**config.mk**
```make
export PLATFORM = sky130hd
export DESIGN_NAME = tx_queue
export DESIGN_NICKNAME = d
export VERILOG_FILES = /design/src/source/eth_tx_pkg.sv /design/src/source/tx_queue.sv
export SDC_FILE = /design/constraint.sdc
export NUM_CORES = 1
export LEC_CHECK = 0
export BUFFER_PORTS_ARGS = -buffer_cell sky130_fd_sc_hd__buf_4
export CORE_MARGIN = 2
export CORE_UTILIZATION = 62
export DETAILED_ROUTE_END_ITERATION = 10
export GPL_ROUTABILITY_DRIVEN = 0
export HOLD_SLACK_MARGIN = 0.06
export PLACE_DENSITY = 0.79
export SYNTH_ARGS = -nofsm -noshare
export SYNTH_HDL_FRONTEND = slang
export SYNTH_SLANG_ARGS = --single-unit
export TNS_END_PERCENT = 30
```
**constraint.sdc**
```tcl
create_clock -name apb -period 5.3 [get_ports apb]
set_input_delay 1.06 -clock apb [delete_from_list [all_inputs] [get_ports apb]]
set_output_delay 1.06 -clock apb [all_outputs]
set_load 0.01 [all_outputs]
```
**src/source/eth_tx_pkg.sv**
```systemverilog
`default_nettype none

package eth_tx_pkg;

	////////////////////////////////////////
	// Register map of one queue window

	// Status, read only
	localparam logic [7:0] REG_STAT   = 8'h00;
	// Any write closes the frame in progress
	localparam logic [7:0] REG_COMMIT = 8'h20;
	// Declared frame length in bytes
	localparam logic [7:0] REG_LENGTH = 8'h40;
	// Frame data, every offset from here up
	localparam logic [7:0] REG_TX_BUF = 8'h80;

	////////////////////////////////////////
	// Widths

	// Frame length field and byte counters
	localparam int LEN_W  = 11;
	// Queue index, taken from paddr[9:8]
	localparam int QIDX_W = 2;

	////////////////////////////////////////
	// APB write word

	// Same 32 bits seen as frame bytes or as the length register
	typedef union packed {
		logic [3:0][7:0] bytes;
		struct packed {
			logic [31-LEN_W:0] rsvd;
			logic [LEN_W-1:0]  frame_len;
		} len_reg;
	} apb_wdata_u;

endpackage

`default_nettype wire

```
**src/source/tx_queue.sv**
```systemverilog
`timescale 1ns/1ns
`default_nettype none

module tx_queue #(
	parameter int FIFO_DEPTH = 64,
	parameter int LEN_DEPTH  = 4
) (
	input wire                            apb,
	input wire                            rst_n,
	input wire                            link_up,
	input wire                            buf_wr,
	input wire                            len_wr,
	input wire                            commit,
	input wire eth_tx_pkg::apb_wdata_u    wdata,
	input wire [3:0]                      strb,
	input wire                            pop_len,
	input wire                            pop_byte,
	output logic                          busy,
	output logic                          frame_avail,
	output logic [eth_tx_pkg::LEN_W-1:0]  frame_len,
	output logic [7:0]                    byte_data
);

	localparam int LW     = eth_tx_pkg::LEN_W;
	localparam int PTR_W  = $clog2(FIFO_DEPTH);
	localparam int LPTR_W = $clog2(LEN_DEPTH);

	// Serializer state
	logic [LW-1:0]   decl_len;
	logic [LW-1:0]   byte_cnt;
	logic [2:0][7:0] pend_bytes;
	logic [1:0]      pend_cnt;
	logic            lane_valid;
	logic            lane_step;
	logic [7:0]      lane_data;

	// Byte FIFO
	logic [7:0]   byte_mem [FIFO_DEPTH];
	logic [PTR_W:0] byte_wr_ptr;
	logic [PTR_W:0] byte_rd_ptr;
	logic [PTR_W:0] byte_level;
	logic         byte_full;
	logic         byte_afull;
	logic         byte_empty;
	logic         byte_push;
	logic         byte_pop;

	// Length FIFO
	logic [LW-1:0]   len_mem [LEN_DEPTH];
	logic [LPTR_W:0] len_wr_ptr;
	logic [LPTR_W:0] len_rd_ptr;
	logic [LPTR_W:0] len_level;
	logic            len_full;
	logic            len_empty;
	logic            len_push;
	logic            len_pop;

	////////////////////////////////////////
	// Flags and datapath control

	always_comb begin
		byte_level = byte_wr_ptr - byte_rd_ptr;
		byte_full  = byte_level == (PTR_W+1)'(FIFO_DEPTH);
		byte_afull = byte_level >= (PTR_W+1)'(FIFO_DEPTH - 1);
		byte_empty = byte_level == '0;
		len_level  = len_wr_ptr - len_rd_ptr;
		len_full   = len_level == (LPTR_W+1)'(LEN_DEPTH);
		len_empty  = len_level == '0;

		// Byte 0 goes straight in, the rest drain from pend_bytes
		lane_step  = !buf_wr && pend_cnt != 2'd0 && !byte_full;
		lane_valid = buf_wr ? strb[0] : lane_step;
		lane_data  = buf_wr ? wdata.bytes[0] : pend_bytes[0];

		// Bytes past the declared length are consumed but not stored
		byte_push = lane_valid && byte_cnt < decl_len && !byte_full;
		byte_pop  = pop_byte && !byte_empty;
		// Empty frames never reach the length FIFO
		len_push  = commit && byte_cnt != '0 && !len_full;
		len_pop   = pop_len && !len_empty;
	end

	// Stall the APB side while serializing or close to full
	assign busy        = buf_wr || pend_cnt != 2'd0 || byte_afull || len_full;
	assign frame_avail = !len_empty;
	assign frame_len   = len_mem[len_rd_ptr[LPTR_W-1:0]];
	assign byte_data   = byte_mem[byte_rd_ptr[PTR_W-1:0]];

	////////////////////////////////////////
	// Pointers and counters

	// Link down flushes the queue just like reset
	always_ff @(posedge apb) begin
		if (!rst_n || !link_up) begin
			byte_wr_ptr <= '0;
			byte_rd_ptr <= '0;
			len_wr_ptr  <= '0;
			len_rd_ptr  <= '0;
			byte_cnt    <= '0;
			decl_len    <= '0;
			pend_cnt    <= 2'd0;
		end
		else begin
			if (byte_push)
				byte_wr_ptr <= byte_wr_ptr + 1'b1;
			if (byte_pop)
				byte_rd_ptr <= byte_rd_ptr + 1'b1;
			if (len_push)
				len_wr_ptr <= len_wr_ptr + 1'b1;
			if (len_pop)
				len_rd_ptr <= len_rd_ptr + 1'b1;
			if (byte_push)
				byte_cnt <= byte_cnt + 1'b1;

			// Count of strobed bytes still waiting behind byte 0
			if (buf_wr)
				pend_cnt <= strb[3] ? 2'd3 : strb[2] ? 2'd2 : strb[1] ? 2'd1 : 2'd0;
			else if (lane_step)
				pend_cnt <= pend_cnt - 1'b1;

			if (len_wr)
				decl_len <= wdata.len_reg.frame_len;

			// New frame starts from scratch
			if (commit) begin
				byte_cnt <= '0;
				decl_len <= '0;
			end
		end
	end

	////////////////////////////////////////
	// Storage

	always_ff @(posedge apb) begin
		if (byte_push)
			byte_mem[byte_wr_ptr[PTR_W-1:0]] <= lane_data;
		if (len_push)
			len_mem[len_wr_ptr[LPTR_W-1:0]] <= byte_cnt;
		if (buf_wr)
			pend_bytes <= wdata.bytes[3:1];
		else if (lane_step)
			pend_bytes <= {8'h00, pend_bytes[2:1]};
	end

	////////////////////////////////////////
	// Checks

	// pready wait states must keep room for the first byte
	a_byte_no_overflow: assert property (@(posedge apb) disable iff (!rst_n || !link_up)
		(buf_wr && strb[0] && byte_cnt < decl_len) |-> !byte_full);

	a_len_no_overflow: assert property (@(posedge apb) disable iff (!rst_n || !link_up)
		(commit && byte_cnt != '0) |-> !len_full);

	// Scheduler only pops what it was told is there
	a_byte_no_underflow: assert property (@(posedge apb) disable iff (!rst_n || !link_up)
		pop_byte |-> !byte_empty);

	a_len_no_underflow: assert property (@(posedge apb) disable iff (!rst_n || !link_up)
		pop_len |-> !len_empty);

	a_strb_contiguous: assert property (@(posedge apb) disable iff (!rst_n)
		buf_wr |-> strb inside {4'b0001, 4'b0011, 4'b0111, 4'b1111});

endmodule

`default_nettype wire

```
# After elaboration in Yosys (flattened, before gate mapping)
# Memories as Yosys holds them, arrays and structs flattened. A register that Yosys moved wholly into a read port is not among the register bits.
# Index checks and enable logic that the tools add are counted.
[classes] n_eq_ne=2 bitwise_logic=0 n_mul=0 n_div=0 magnitude_cmp=2 n_mux=17 n_reduce_logical=25 n_addsub=8 n_shift=0
[ops] operator="$mux 24" count=2
[ops] operator="$add 7x1->7 const B" count=2
[ops] operator="$mux 2" count=6
[ops] operator="$mux 6" count=2
[ops] operator="$add 11x1->11 const B" count=1
[ops] operator="$lt 11x11->1" count=1
[ops] operator="$reduce_bool 11->1" count=1
[ops] operator="$logic_and 1x1->1" count=8
[ops] operator="$mux 8" count=1
[ops] operator="$eq 7x7->1 const B" count=1
[ops] operator="$ge 7x6->1 const B" count=1
[ops] operator="$logic_not 1->1" count=7
[ops] operator="$logic_not 7->1" count=1
[ops] operator="$sub 7x7->7" count=1
[ops] operator="$add 3x1->3 const B" count=2
[ops] operator="$mux 1" count=6
[ops] operator="$logic_or 1x1->1" count=4
[ops] operator="$reduce_bool 2->1" count=2
[ops] operator="$eq 3x3->1 const B" count=1
[ops] operator="$logic_not 3->1" count=1
[ops] operator="$sub 3x3->3" count=1
[ops] operator="$reduce_or 2->1" count=1
[ops] operator="$sub 2x1->2 const B" count=1
[totals] latchBits=0 romBits=0 word_cells=66 ram_bits=556 mem_count=2 input_bits=44 ff_bits=68
[mem_list] memory="byte_mem" words=64 word_bits=8 rd=1 rd_ports_with_merged_regs=1 write_ports=1 line="tx_queue.sv:38" text="logic [7:0] byte_mem [FIFO_DEPTH];"
[mem_list] memory="len_mem" words=4 word_bits=11 rd=1 rd_ports_with_merged_regs=1 write_ports=1 line="tx_queue.sv:49" text="logic [LW-1:0] len_mem [LEN_DEPTH];"

# Longest topological paths before layout
[logic_depth] ltp_word=9 depth_mapped=13 ltp_nobuf=11

# Worst setup path before layout
# No wires, ideal clock.
[synth_path] kind="reg-to-reg" start="register byte_wr_ptr[0]" end="register pend_bytes[0] in the netlist's numbering, enable pin" t_arrival_ns=3.545 setup_slack_ns=1.317 path_stages_with_launch=11 period_less_slack_ns=3.983 cell_sequence="dfxtp_1 -> inv_1 -> ha_1 -> inv_1 -> fa_1 -> nand3_1 -> a21oi_1 -> mux2i_1 -> nand2_1 -> and2_2 -> o21ai_0"
[synth_via] elab_chain_cells=5
[synth_lines] item="from (decl)" line="tx_queue.sv:39" text="logic [PTR_W:0] byte_wr_ptr;"
[synth_lines] item="from (signal assigned)" line="tx_queue.sv:105" text="byte_wr_ptr <= byte_wr_ptr + 1'b1;"
[synth_lines] item="$sub 7x7->7" line="tx_queue.sv:62" text="byte_level = byte_wr_ptr - byte_rd_ptr;"
[synth_lines] item="$eq 7x7->1" line="tx_queue.sv:63" text="byte_full = byte_level == (PTR_W+1)'(FIFO_DEPTH);"
[synth_lines] item="$logic_not 1->1" line="tx_queue.sv:71" text="lane_step = !buf_wr && pend_cnt != 2'd0 && !byte_full;"
[synth_lines] item="$logic_and 1x1->1" line="tx_queue.sv:71"
[synth_lines] item="$reduce_bool 2->1 (no source line)"
[synth_lines] item="to (signal assigned)" line="tx_queue.sv:141" text="pend_bytes <= wdata.bytes[3:1];"
[synth_lines] item="to (signal assigned)" line="tx_queue.sv:143" text="pend_bytes <= {8'h00, pend_bytes[2:1]};"
[synth_lines] item="to (decl)" line="tx_queue.sv:31" text="logic [2:0][7:0] pend_bytes;"
# No other way between the ends.
# A chain may end at the register's enable or synchronous reset.

==> metrics <==
status completed; Leak 8.94 nW; CTS resizes 0; slowest library cell on the worst path dfxtp_4; cts hold-fix bufs 0; Synth area leader edfxtp_1; CP max FO 32; register area share after synthesis 0.729; Hold WS 493 ps; PD cells 376 nW/um^2; Layout Nets 1440; Port Buf Inserts 64; Synth warnings 0; CTS tree built; Die ar. 42500 sq um; RSZ-0062 raised after global routing false; Ports 65; DRC Markers 0; CP required 4240 ps; CP max stage delay 770 ps; setup bufs post-CTS 0; CTS sink count 632; Hold Crit Class flip-flop to flip-flop; DR iter-0 viols 1494; DR pass1 iterations 7; Setup TNS Final 0 ps; area grow syn2layout 11.7%; Ant. Diodes 0; height of the die 206 microns; Via Count 12600; total gr overflow 0; Die Wd 206 microns; nature of the critical path endpoint primary output; vias in the first global route 12700; Filler cells 2428; H-Tree Level Count 2; initial core utilization 0.624; worst-skew pair later-pin latency 620 ps; async set or reset register ratio after synthesis 0; largest net degree at the start of global routing 69; final-report hold violation count 0; FP Rows 74; max cap viols 0; mean routed wirelength per cell 27.3 microns; reg-to-reg setup timing slack 1290 ps; synth top area cells edfxtp_1, mux4_2, dfxtp_1; Setup CP Type flip-flop to primary output; syn_nets 1356; CTS max path bufs 3; Slew HR 0.207; Tightest Pin Transition 1190 ps; initial antenna violation count 0; vias per cell 6.45; root buffer cell clkbuf_16; worst-path cell chain buf_4, mux4_2, mux4_2, a22oi_1, nand2_1, buf_4; Core Box Area 40600 sq um; final setup violation count 0; post-DP HPWL 32200 microns; Final Cycle Share 0.874; fmax 0.216 GHz; count of cell types in the netlist 63; skew final 23.3 ps; Syn Inst Count 1283; global-route wire length before repair 80600 microns; FF+latch count, synth 632; predominant post-synthesis flop cell edfxtp_1; total global-route track usage 0.263; Post-Syn Area 25300 sq um; drt total wl 53200 microns; top cell type's share of synthesized area 0.688; CP Data Arrival Time 3570 ps; EDFF count, synth 580; Clk pin slew, worst setup/hold paths 60 ps; VDD IR max 0.000291 V; minimum clock period after layout 4630 ps; Routed Antenna Nets 0; share of layout cells above drive strength 1 0.276; Slew Limit Fails 0; Synth Area per Inst 19.7 sq um; final core occ 0.697; Startpoint Class flip-flop; clock buffer count from CTS 59
per-layer routing:
layer | vias up | GRT usage | wire length [microns]
li1 | 5390 | - | -
met1 | 6419 | 0.369 | 20700
met2 | 664 | 0.416 | 26000
met3 | 95 | 0.0607 | 4930
met4 | 0 | 0.0844 | 1520
met5 | - | 0 | 0
area by class of cell:
cell class / instances / area [sq um] / share of cell area
flip-flops and latches: 632 / 18500 / 0.653
multi-input cells: 559 / 6430 / 0.228
clock buffers: 73 / 1590 / 0.0563
well taps: 532 / 666 / 0.0236
repair buffers: 85 / 663 / 0.0235
clock inverters: 39 / 328 / 0.0116
inverters: 30 / 113 / 0.00398
worst paths after layout:
path                  start         endpoint  cells past startpoint
max               flip-flop     byte_data[4]                      6
min             pend_cnt[1]      pend_cnt[1]                      2
max reg2reg  byte_wr_ptr[0]  byte_mem[22][0]                     12
min reg2reg     pend_cnt[1]      pend_cnt[1]                      2
flip-flops by register name, summed over array words and instances, names as in the netlist, named ones only:
name	cells
len_wr_ptr	3
byte_wr_ptr	7
pend_cnt	2
byte_rd_ptr	7
len_mem	44
len_rd_ptr	3
byte_mem	512
decl_len	11
pend_bytes	24
byte_cnt	11
logic make-up (layout without fill, tap and decap cells):
kind of cell,Yosys count,in the layout,synth area share
buf+inv,92,227,0.0168
simple gates,222,222,0.0431
fa+ha+maj,29,29,0.0146
mux,209,209,0.168
xor+xnor,14,14,0.00484
flops,632,632,0.729
compound gates,85,85,0.0231
cell usage after synthesis, types with 3 or more instances:
master    instances
edfxtp_1        580
nor3_1            4
dfxtp_1          52
and3_1            3
o21ai_2           6
nand2b_1          4
nand2_1          34
nand3_1          16
and2_1           16
nand4_1           9
a21o_1            5
nor2_1           98
a22oi_1          16
xnor2_1           9
buf_6             4
nand3b_1          5
or3_1            12
clkbuf_1         30
mux2i_1          14
xor2_1            5
ha_1             28
nor2b_1           5
a211oi_1          4
a21oi_1          28
inv_1            30
mux4_2          171
buf_1            10
o21ai_0           8
buf_2            15
mux2_2           24
critical path: cells and delay by family, from the launching register on:
kind	cells	cell delay (ps)
simple gates	1	110
flops	1	770
mux	2	1160
compound gates	1	350
buf+inv	2	550
layout by cell type, fill, tap and decap left out, drive strengths merged, types with 6 or more instances in the layout:
cell type,Yosys,routed
edfxtp,580,580
mux4,171,171
nor2,99,99
buf,31,85
clkbuf,31,73
dfxtp,52,52
nand2,35,35
inv,30,32
clkinv,0,30
a21oi,29,29
ha,28,28
mux2,24,24
and2,17,17
nand3,16,16
a22oi,16,16
o21ai,16,16
mux2i,14,14
or3,12,12
nand4,10,10
xnor2,9,9
a21o,6,6
power breakdown:
part | switching, W | total [W] | leakage (nW) | internal [W]
logic | 0.000471 | 0.000844 | 2.25 | 0.000373
clock network | 0.00181 | 0.00418 | 0.943 | 0.00237
registers | 0.0000396 | 0.00559 | 5.75 | 0.00555
stage by stage:
stage               setup WS (ps)  cell area, sq um  instances  total power (W)
floorplan                    1320             25300       1283          0.00626
global placement             1070             26300       1838          0.00652
detailed placement            985             26300       1838          0.00654
CTS                           581             28300       1950           0.0107
global route                  480             28300       1950           0.0109
finish                        666             28300       1950           0.0106
Power figures use the tool's default switching activity.
