$ cat src/source/eth_tx_pkg.sv
`default_nettype none

package eth_tx_pkg;

	////////////////////////////////////////
	// Register map of one queue window

	// Status, read only
	localparam logic [7:0] REG_STAT   = 8'h00;
	// Any write closes the frame in progress
	localparam logic [7:0] REG_COMMIT = 8'h20;
	// Declared frame length in bytes
	localparam logic [7:0] REG_LENGTH = 8'h40;
	// Frame data, every offset from here up
	localparam logic [7:0] REG_TX_BUF = 8'h80;

	////////////////////////////////////////
	// Widths

	// Frame length field and byte counters
	localparam int LEN_W  = 11;
	// Queue index, taken from paddr[9:8]
	localparam int QIDX_W = 2;

	////////////////////////////////////////
	// APB write word

	// Same 32 bits seen as frame bytes or as the length register
	typedef union packed {
		logic [3:0][7:0] bytes;
		struct packed {
			logic [31-LEN_W:0] rsvd;
			logic [LEN_W-1:0]  frame_len;
		} len_reg;
	} apb_wdata_u;

endpackage

`default_nettype wire

$ cat src/source/apb_tx_frontend.sv
`timescale 1ns/1ns
`default_nettype none

module apb_tx_frontend #(
	parameter int NUM_QUEUES = 4,
	parameter int ADDR_W     = 10
) (
	input wire                     apb,
	input wire                     rst_n,
	input wire                     psel,
	input wire                     penable,
	input wire                     pwrite,
	input wire [ADDR_W-1:0]        paddr,
	input wire [31:0]              pwdata,
	input wire [3:0]               pstrb,
	output logic [31:0]            prdata,
	output logic                   pready,
	output logic                   pslverr,
	input wire [NUM_QUEUES-1:0]    busy,
	input wire                     link_up,
	input wire [NUM_QUEUES-1:0]    frames_pending,
	output logic [NUM_QUEUES-1:0]  buf_wr,
	output logic [NUM_QUEUES-1:0]  len_wr,
	output logic [NUM_QUEUES-1:0]  commit,
	output eth_tx_pkg::apb_wdata_u wdata,
	output logic [3:0]             strb
);

	localparam int                  QW    = eth_tx_pkg::QIDX_W;
	localparam logic [NUM_QUEUES-1:0] Q_ONE = NUM_QUEUES'(1);

	logic [QW-1:0]         q_idx;
	logic [7:0]            offset;
	logic                  in_range;
	logic                  q_busy;
	logic [NUM_QUEUES-1:0] q_sel;
	logic                  wr_done;

	////////////////////////////////////////
	// Address decode

	always_comb begin
		// Top address bits pick the queue, low byte picks the register
		q_idx    = paddr[ADDR_W-1 -: QW];
		offset   = paddr[7:0];
		in_range = int'(q_idx) < NUM_QUEUES;
		// Out of range queues never stall
		q_busy   = in_range && busy[q_idx];
		q_sel    = Q_ONE << q_idx;
	end

	// Only writes to a busy queue get wait states
	assign pready  = psel && penable && !(pwrite && q_busy);
	assign wr_done = pready && pwrite && in_range;

	////////////////////////////////////////
	// Read data and error response

	always_comb begin
		prdata  = '0;
		pslverr = 1'b0;
		if (pready) begin
			if (pwrite) begin
				// Status is read only
				if (!in_range || offset == eth_tx_pkg::REG_STAT)
					pslverr = 1'b1;
			end
			else if (in_range && offset == eth_tx_pkg::REG_STAT) begin
				// Bit 0 link state, bit 1 frame waiting in this queue
				prdata = {30'h0, frames_pending[q_idx], link_up};
			end
			else begin
				// Buffer and control registers are write only
				pslverr = 1'b1;
			end
		end
	end

	////////////////////////////////////////
	// Per-queue write strobes

	always_ff @(posedge apb) begin
		if (!rst_n) begin
			buf_wr <= '0;
			len_wr <= '0;
			commit <= '0;
		end
		else begin
			// Single cycle pulses by default
			buf_wr <= '0;
			len_wr <= '0;
			commit <= '0;

			// Writes still complete with link down but have no effect
			if (wr_done && link_up) begin
				if (offset >= eth_tx_pkg::REG_TX_BUF)
					buf_wr <= q_sel;
				else if (offset == eth_tx_pkg::REG_LENGTH)
					len_wr <= q_sel;
				else if (offset == eth_tx_pkg::REG_COMMIT)
					commit <= q_sel;
			end
		end
	end

	// Write word and strobes ride along with the pulses
	always_ff @(posedge apb) begin
		if (wr_done) begin
			wdata <= pwdata;
			strb  <= pstrb;
		end
	end

endmodule

`default_nettype wire

$ cat config.mk
export PLATFORM = sky130hd
export DESIGN_NAME = apb_tx_frontend
export DESIGN_NICKNAME = d
export VERILOG_FILES = /design/src/source/eth_tx_pkg.sv /design/src/source/apb_tx_frontend.sv
export SDC_FILE = /design/constraint.sdc
export NUM_CORES = 1
export LEC_CHECK = 0
export ABC_AREA = 0
export BUFFER_PORTS_ARGS = -buffer_cell sky130_fd_sc_hd__buf_2
export CAP_MARGIN = 20
export CORE_ASPECT_RATIO = 1.1
export CORE_MARGIN = 2
export CORE_UTILIZATION = 41
export CTS_BUF_LIST = sky130_fd_sc_hd__clkbuf_8
export DETAILED_ROUTE_END_ITERATION = 16
export GPL_ROUTABILITY_DRIVEN = 0
export PLACE_DENSITY_LB_ADDON = 0.12
export SKIP_LAST_GASP = 1
export SLEW_MARGIN = 15
export SYNTH_ARGS = -nofsm -noshare
export SYNTH_HDL_FRONTEND = slang
export SYNTH_SLANG_ARGS = --single-unit
export TNS_END_PERCENT = 50
$ cat constraint.sdc
create_clock -name apb -period 4.27 [get_ports apb]
set_input_delay 0.427 -clock apb [delete_from_list [all_inputs] [get_ports apb]]
set_output_delay 0.427 -clock apb [all_outputs]
set_load 0.02 [all_outputs]
[Yosys cells after proc, flatten, opt, wreduce, memory -nomap -nowiden]
Index checks and enable logic that the tools add are counted.
Word-level totals
  register bits after elaboration: 48
  word-level logic and storage cells: 35
  output and inout port bits: 82
Cells by class
  magnitude comparators: 2
  reductions and logical operators: 10
  bitwise gates (word level): 4
  shifts and indexed selects: 1
  mux-type cells: 11
  equality and inequality tests: 2
Operators with widths (count)
  32-bit 2-to-1 mux: 1
  8-bit by 6-bit == test with 1-bit output (second input constant): 1
  8-bit by 7-bit == test with 1-bit output (second input constant): 1
  8-bit >= comparator (second input constant): 1
  8-bit zero test: 1
  1-bit 2-to-1 mux: 6
  1-bit logical AND: 5
  5-bit OR reduction: 1
  1-bit binary-select mux with 2-bit select: 2
  2-bit 2-to-1 mux: 2
  1-bit inverter: 4
  4-bit OR reduction: 1
  1-bit by 2-bit left shift with 4-bit output (first input constant): 1
  2-bit by 3-bit less-than comparator with 1-bit output (second input constant): 1
  3-bit AND reduction: 1
  1-bit zero test: 1

[Logic depth before layout (Yosys ltp)]
Gate-level depths: netlist (run 1).
  depth after elaboration: 9
  gate-level depth with buffers: 4
  depth with buffers taken out: 3

[Worst setup path after synthesis (run 1)]
Ideal clock, no wire load.
  kind: input -> register
  start point: input port paddr[9]
  end point: register strb[0] (enable)
  path slack: 1.131 ns
  data arrival time: 2.698 ns
  buffers on the path: 1
  data required time: 3.829 ns
  stages on the path: 4
  cell sequence: buf_2 mux2i_1 nand2_1 a21oi_1
On the way
  cells in the longest elaborated chain, start to end: 6
RTL lines
  from (decl): line apb_tx_frontend.sv:13  | input wire [ADDR_W-1:0] paddr,
  1-bit binary-select mux with 2-bit select: line apb_tx_frontend.sv:48  | q_busy = in_range && busy[q_idx];
  1-bit 2-to-1 mux (implied by the code): line apb_tx_frontend.sv:48
  1-bit logical AND: line apb_tx_frontend.sv:53  | assign pready = psel && penable && !(pwrite && q_busy);
  1-bit zero test: line apb_tx_frontend.sv:53
  1-bit logical AND: line apb_tx_frontend.sv:53
  1-bit logical AND: line apb_tx_frontend.sv:54  | assign wr_done = pready && pwrite && in_range;
  via wr_done: line apb_tx_frontend.sv:37  | logic wr_done;
  to (signal assigned): line apb_tx_frontend.sv:110  | strb <= pstrb;
  to (decl): line apb_tx_frontend.sv:26  | output logic [3:0] strb
The timed path passes the listed nets, and every way through them passes these cells. The select of a mux whose other input is x is not followed.
A chain may end at the register's enable or synchronous reset.

[Worst setup path after layout (run 1)]
  start point: input port paddr[1]
  end point: output port pslverr
On the way
  cells in the longest elaborated chain, start to end: 4
  elaborated cells between the ends (all ways): 5
RTL lines
  8-bit zero test *: line apb_tx_frontend.sv:65, apb_tx_frontend.sv:68
  1-bit 2-to-1 mux, on equally long branches: line apb_tx_frontend.sv:68, apb_tx_frontend.sv:65
  1-bit 2-to-1 mux *: line apb_tx_frontend.sv:63  | if (pwrite) begin
  1-bit 2-to-1 mux *: line apb_tx_frontend.sv:62  | if (pready) begin
  to (decl): line apb_tx_frontend.sv:18  | output logic pslverr,
Every way passes the cells marked *; elsewhere a longest branch is shown, timed or not.

==> results.ini, run 1 <==
[run_status]
status = completed

[synth]
syn_inst = 132
netlist_area_um2 = 1900
synth-compound-area-share_pct = 0.989
synth.avg_cell_area_um2 = 14.4
yosys_warnings = 0
ys_seq_area_share_pct = 69.6
synth-simple-area-share_pct = 14.2
synth.ff_latch_count = 48
synth_mux_area_share_pct = 2.24
yosys.area_share.adder_pct = 0
synth_cell_type_count = 27
synth_top_family_by_area = simple AND/OR/NAND/NOR gates
synth_xor_area_share_pct = 0

[finish]
final_common_cell = buf_2
layout-drive-gt1-share_pct = 49.4
final_core_util_pct = 57.5
nNetsFinal = 308
antenna_cells = 0
layout_common_cells = buf_2 (111), edfxtp_1 (36), conb_1 (30)
area_delta_synth_final_pct = 32.6

[power_and_ir_drop]
ir_drop_mv = 0.129
total_power_w = 0.000860
power_density_nw_per_um2 = 342
leakage_nw = 1.14

[clock_network]
clk_pin_slew_ps = 80
cts_htree_levels = 2
post-cts-setup-buffer-count = 0
cts_resized = 0
numCtsBuffers = 5
cts_hold_buf = 0
clk_path_buf_depth = 2
cts.sinks = 48
root_buffer = clkbuf_8
cts_tree = built

[job]
cap_violations = 0

[grt]
grt_overflow = 0
track_usage_pct = 13.7
grt_pass1_vias = 1101
grt_start_max_net_pins = 37
antenna_found_initial = 0
grt_pass1_wl_um = 5070

[detailed_routing]
drt_iter0_drc = 108
via_per_inst = 4.28
drc = 0
drtAntennaViolNets = 0
wl_um = 3810
drt-wirelength-per-cell_um = 12.6
vias = 1297
drtPass1Iterations = 4

[min_path]
hold_depth = 1
holdCritPathClass = input pin to flip-flop
min_from = pwdata[31]
hold_end = wdata[31]

[sta]
rsz0062_at_grt = false
fin_crit_sh_pct = 46.2
fin_hold_ws_ps = 312
max_clock_freq_mhz = 507
fin_tns_setup_ps = 0
drv_slew = 0
slew_headroom_pct = 61.4
setup_viol = 0
finalCriticalPeriod_ps = 1970
hold_violations = 0
worst_pin_slew_ps = 578

[floorplan]
dieArea_um2 = 5190
ioPinCount = 142
num_rows = 25
core_um2 = 4380
die_w_um = 68.9
fp.dieH_um = 75.4
initial_core_util_pct = 43.3

[setup_path]
startpoint_type = input pin
path_max_fanout = 4
worstPathRequired_ps = 3840
crit_type = input pin to output port
crit_arrival_ps = 1550
endpoint_kind = output port

[place]
hpwlAfterDp_um = 3090
port_buffers = 111

[kinds of logic (layout without fill, tap and decap cells)]
logic type | count (synthesis) | count (layout)
mux | 3 | 3
buf+inv | 34 | 122
compound gates | 3 | 3
simple gates | 43 | 43
other cells | 1 | 30
flops | 48 | 48
[metrics by stage]
stage | instances | setup WS (ps) | cell area (µm²)
2_1_floorplan | 161 | 1130 | 2010
3_3_place_gp | 294 | 2000 | 2410
3_5_place_dp | 294 | 1950 | 2410
4_1_cts | 302 | 2260 | 2490
5_1_grt | 303 | 2120 | 2520
6_report | 303 | 2300 | 2520
[report_power, final]
group / internal (W) / leakage (nW) / switching, W
Combinational: 0.0000363 / 0.662 / 0.0000707
Sequential: 0.000513 / 0.423 / 0.00000237
Clock: 0.000110 / 0.0505 / 0.000127
[worst max-delay path, cell delays in order]
cell and delay [ps]:
buf_2 110, nor4_4 370, a21boi_0 150, nor4b_1 280, buf_2 210
[synth_stat cells]
master    instances  area [µm²]
edfxtp_1         36        1080
buf_4            30         225
dfxtp_1          12         240
nand2_1           9        33.8
nor3_1            6        30.0
nor4_1            6        37.5
nor2_1            5        18.8
nand2b_1          4        25.0
inv_1             2        7.51
mux2i_1           2        20.0
nand3_1           2        10.0
nor2b_1           2        12.5
nor4b_1           2        17.5
a21boi_0          1        7.51
a21oi_1           1        5.00
and4_1            1        8.76
buf_1             1        3.75
buf_2             1        5.00
conb_1            1        3.75
mux4_2            1        22.5
nand3b_1          1        7.51
nand4_1           1        6.26
nand4_4           1        21.3
nor4_2            1        12.5
nor4_4            1        21.3
o22ai_1           1        6.26
or2b_1            1        7.51
[sequential cells by signal, summed over array words and instances, names as in the netlist]
name	cells
buf_wr	4
strb	4
commit	4
len_wr	4
wdata	32
[how the worst max path moves through the flow]
stage / startpoint / end / slack, ps / cells after the start
6_report: paddr[1] / pslverr / 2300 / 5
3_3_place_gp: paddr[9] / wdata[16] / 2000 / 4
5_1_grt: paddr[1] / pslverr / 2120 / 5
2_1_floorplan: paddr[9] / strb[0] / 1130 / 4
4_1_cts: paddr[9] / wdata[17] / 2260 / 4
3_5_place_dp: paddr[9] / wdata[3] / 1950 / 4
[metal layers]
layer | part of all wire, % | up-vias | track usage (%)
met5 | 0 | - | 0
met4 | 1.1 | 0 | 5.88
met3 | 14 | 2 | 4.28
met2 | 48 | 94 | 22.6
met1 | 37 | 555 | 16.6
li1 | - | 646 | -
[layout make-up]
class,count,area (µm²)
inverter,2,7.51
multi-input combinational,79,455
fill,383,1860
clock inverter,3,12.5
sequential,48,1320
tap,54,67.6
timing repair buffer,112,583
clock buffer,5,68.8
(Power assumes the default switching activity.)
==> inputs of run 2 (changes only) <==
- ABC_AREA: 0 -> 1
- CORE_UTILIZATION: 41 -> 37
- clock period: 4.27 -> 1.8 ns (I/O delays scaled with it)
==> results.ini, run 2 <==
[finish]
layout_common_cells = buf_2 (111), edfxtp_1 (36), conb_1 (30)
top_register = wdata
area_delta_synth_final_pct = 32.1
stdcell_count = 317  ; +4.6%
fillers = 471  ; +23%
antenna_cells = 0  ; unchanged
largest_reg_flops = 32  ; unchanged
nNetsFinal = 318  ; +3.2%
layout-drive-gt1-share_pct = 50.2  ; +0.80 points
final_common_cell = buf_2

[synth]
synthArstFlopShare_pct = 0  ; unchanged
synth_ff_type = edfxtp_1
synth.avg_cell_area_um2 = 13.2  ; -8.5%
synth_cell_type_count = 19  ; -30%
synth.ff_latch_count = 48  ; unchanged
yosysTopAreaCellShare_pct = 57.8  ; +0.88 points
synth_top_cell_by_area = edfxtp_1
synth.most_common_cell = edfxtp_1
ys_seq_area_share_pct = 70.7  ; +1.1 points
syn_inst = 142  ; +7.6%
yosys_warnings = 0  ; unchanged
yosys-top-cells-count = edfxtp_1 (36), buf_4 (30), dfxtp_1 (12), nor3_1 (12), inv_1 (11)
synth_edf_count = 36  ; unchanged
netlist_area_um2 = 1870  ; -1.5%
synth_area_leaders = edfxtp_1 (58%), dfxtp_1 (13%), buf_4 (12%), nor3_1 (3.2%), inv_1 (2.2%)

[clock_network]
cts_tree = built
post-cts-setup-buffer-count = 0  ; unchanged
cts_htree_levels = 2  ; unchanged
clk_pin_slew_ps = 80  ; about the same
cts.sinks = 48  ; unchanged
clk_path_buf_depth = 2  ; unchanged
cts_hold_buf = 0  ; unchanged
root_buffer = clkbuf_8
cts_resized = 0  ; unchanged
numCtsBuffers = 5  ; unchanged

[floorplan]
dieArea_um2 = 5640  ; +8.6%
num_rows = 27  ; +8.0%
core_um2 = 4930  ; +13%
initial_core_util_pct = 37.9  ; -5.4 points
ioPinCount = 142  ; unchanged
die_w_um = 71.8  ; +4.2%
fp.dieH_um = 78.5  ; +4.2%

[power_and_ir_drop]
power_density_nw_per_um2 = 850  ; +150%
ir_drop_mv = 0.312  ; +140%
leakage_nw = 1.19  ; +4.8%

[sta]
drv_slew = 0  ; unchanged
setup_viol = 0  ; unchanged
hold_violations = 0  ; unchanged
finalCriticalPeriod_ps = 1240
fin_hold_ws_ps = 56.0  ; -256 ps
rsz0062_at_grt = false
fin_crit_sh_pct = 68.7
max_clock_freq_mhz = 809
fin_tns_setup_ps = 0  ; unchanged

[setup_path]
startpoint_type = input pin
crit_type = input pin to output port
endpoint_kind = output port
worstPathRequired_ps = 1620  ; -2220 ps
crit_arrival_ps = 1060  ; -490 ps
path_max_fanout = 2  ; -2

[grt]
grt_pass1_wl_um = 5240  ; +3.3%
track_usage_pct = 12.2  ; -1.5 points
grt_start_max_net_pins = 37  ; unchanged
grt_overflow = 0  ; unchanged
antenna_found_initial = 0  ; unchanged
grt_pass1_vias = 1200  ; +9.0%

[detailed_routing]
drc = 0  ; unchanged
drtPass1Iterations = 5  ; +1
wl_um = 3560  ; -6.4%
via_per_inst = 4.13  ; -3.5%
vias = 1309  ; +0.93%
drt_iter0_drc = 66  ; -39%
drtAntennaViolNets = 0  ; unchanged
drt-wirelength-per-cell_um = 11.2  ; -11%

[place]
port_buffers = 111  ; unchanged
hpwlAfterDp_um = 2870  ; -7.1%
numPlacedInstances = 309  ; +5.1%

[min_path]
holdCritPathClass = input pin to flip-flop

[job]
cap_violations = 0  ; unchanged

[run_status]
status = completed

run 2: changes by cell type after synthesis, sizes merged, moves of 4 or more:
cell and change:
nor4 -8, nand2b -4, nor3 +6, nor2 +5, nand3 +6, inv +11
run 2: per-layer routing:
metal	track usage (%)	up-vias	part of all wire, %
li1	-	649	-
met1	12.3	574	35
met2	21.7	80	50
met3	4.75	6	12
met4	6.23	0	2.0
met5	0	-	0
run 2: worst paths after layout:
kind / from / slack, ps / cells after the start / end
worst max-delay path: paddr[5] / 560 / 7 / prdata[1]
worst min-delay path: pwdata[31] / 60 / 1 / wdata[31]
run 2: cell families after synthesis:
logic type	after synthesis	share of synthesized area [%]
xor+xnor	1	0.469
other cells	1	0.201
buf+inv	46	16.5
compound gates	2	0.602
simple gates	44	11.6
flops	48	70.7
run 2: area by class of cell:
| class | count | area (µm²) | area share [%] |
|---|---|---|---|
| Timing Repair Buffer | 113 | 583 | 23.6 |
| Multi-Input combinational cell | 77 | 355 | 14.4 |
| Clock inverter | 3 | 15.0 | 0.608 |
| Sequential cell | 48 | 1320 | 53.5 |
| Inverter | 13 | 52.6 | 2.13 |
| Clock buffer | 5 | 68.8 | 2.79 |
| Tap cell | 58 | 72.6 | 2.94 |
run 2: per-stage QoR:
step           worst slack, ps  utilization, %  power [W]  cell area [µm²]
2_1_floorplan             41.9               -    0.00148             1990
3_3_place_gp               328            48.4    0.00153             2380
3_5_place_dp               298            48.4    0.00154             2380
4_1_cts                    530            50.1    0.00213             2470
5_1_grt                    425            50.1    0.00220             2470
6_report                   563            50.1    0.00210             2470
run 2: power breakdown:
group	switching, W	leakage, nW	internal [W]	total [W]
logic	0.000183	0.721	0.0000882	0.000271
clock network	0.000326	0.0430	0.000264	0.000589
registers	0.00000762	0.426	0.00123	0.00124
run 2: critical path: stages:
cell and delay (ps):
buf_2 100, nor2_1 130, nand3_1 90, nor2_1 160, nand3_1 120, nor2_1 110, buf_2 160
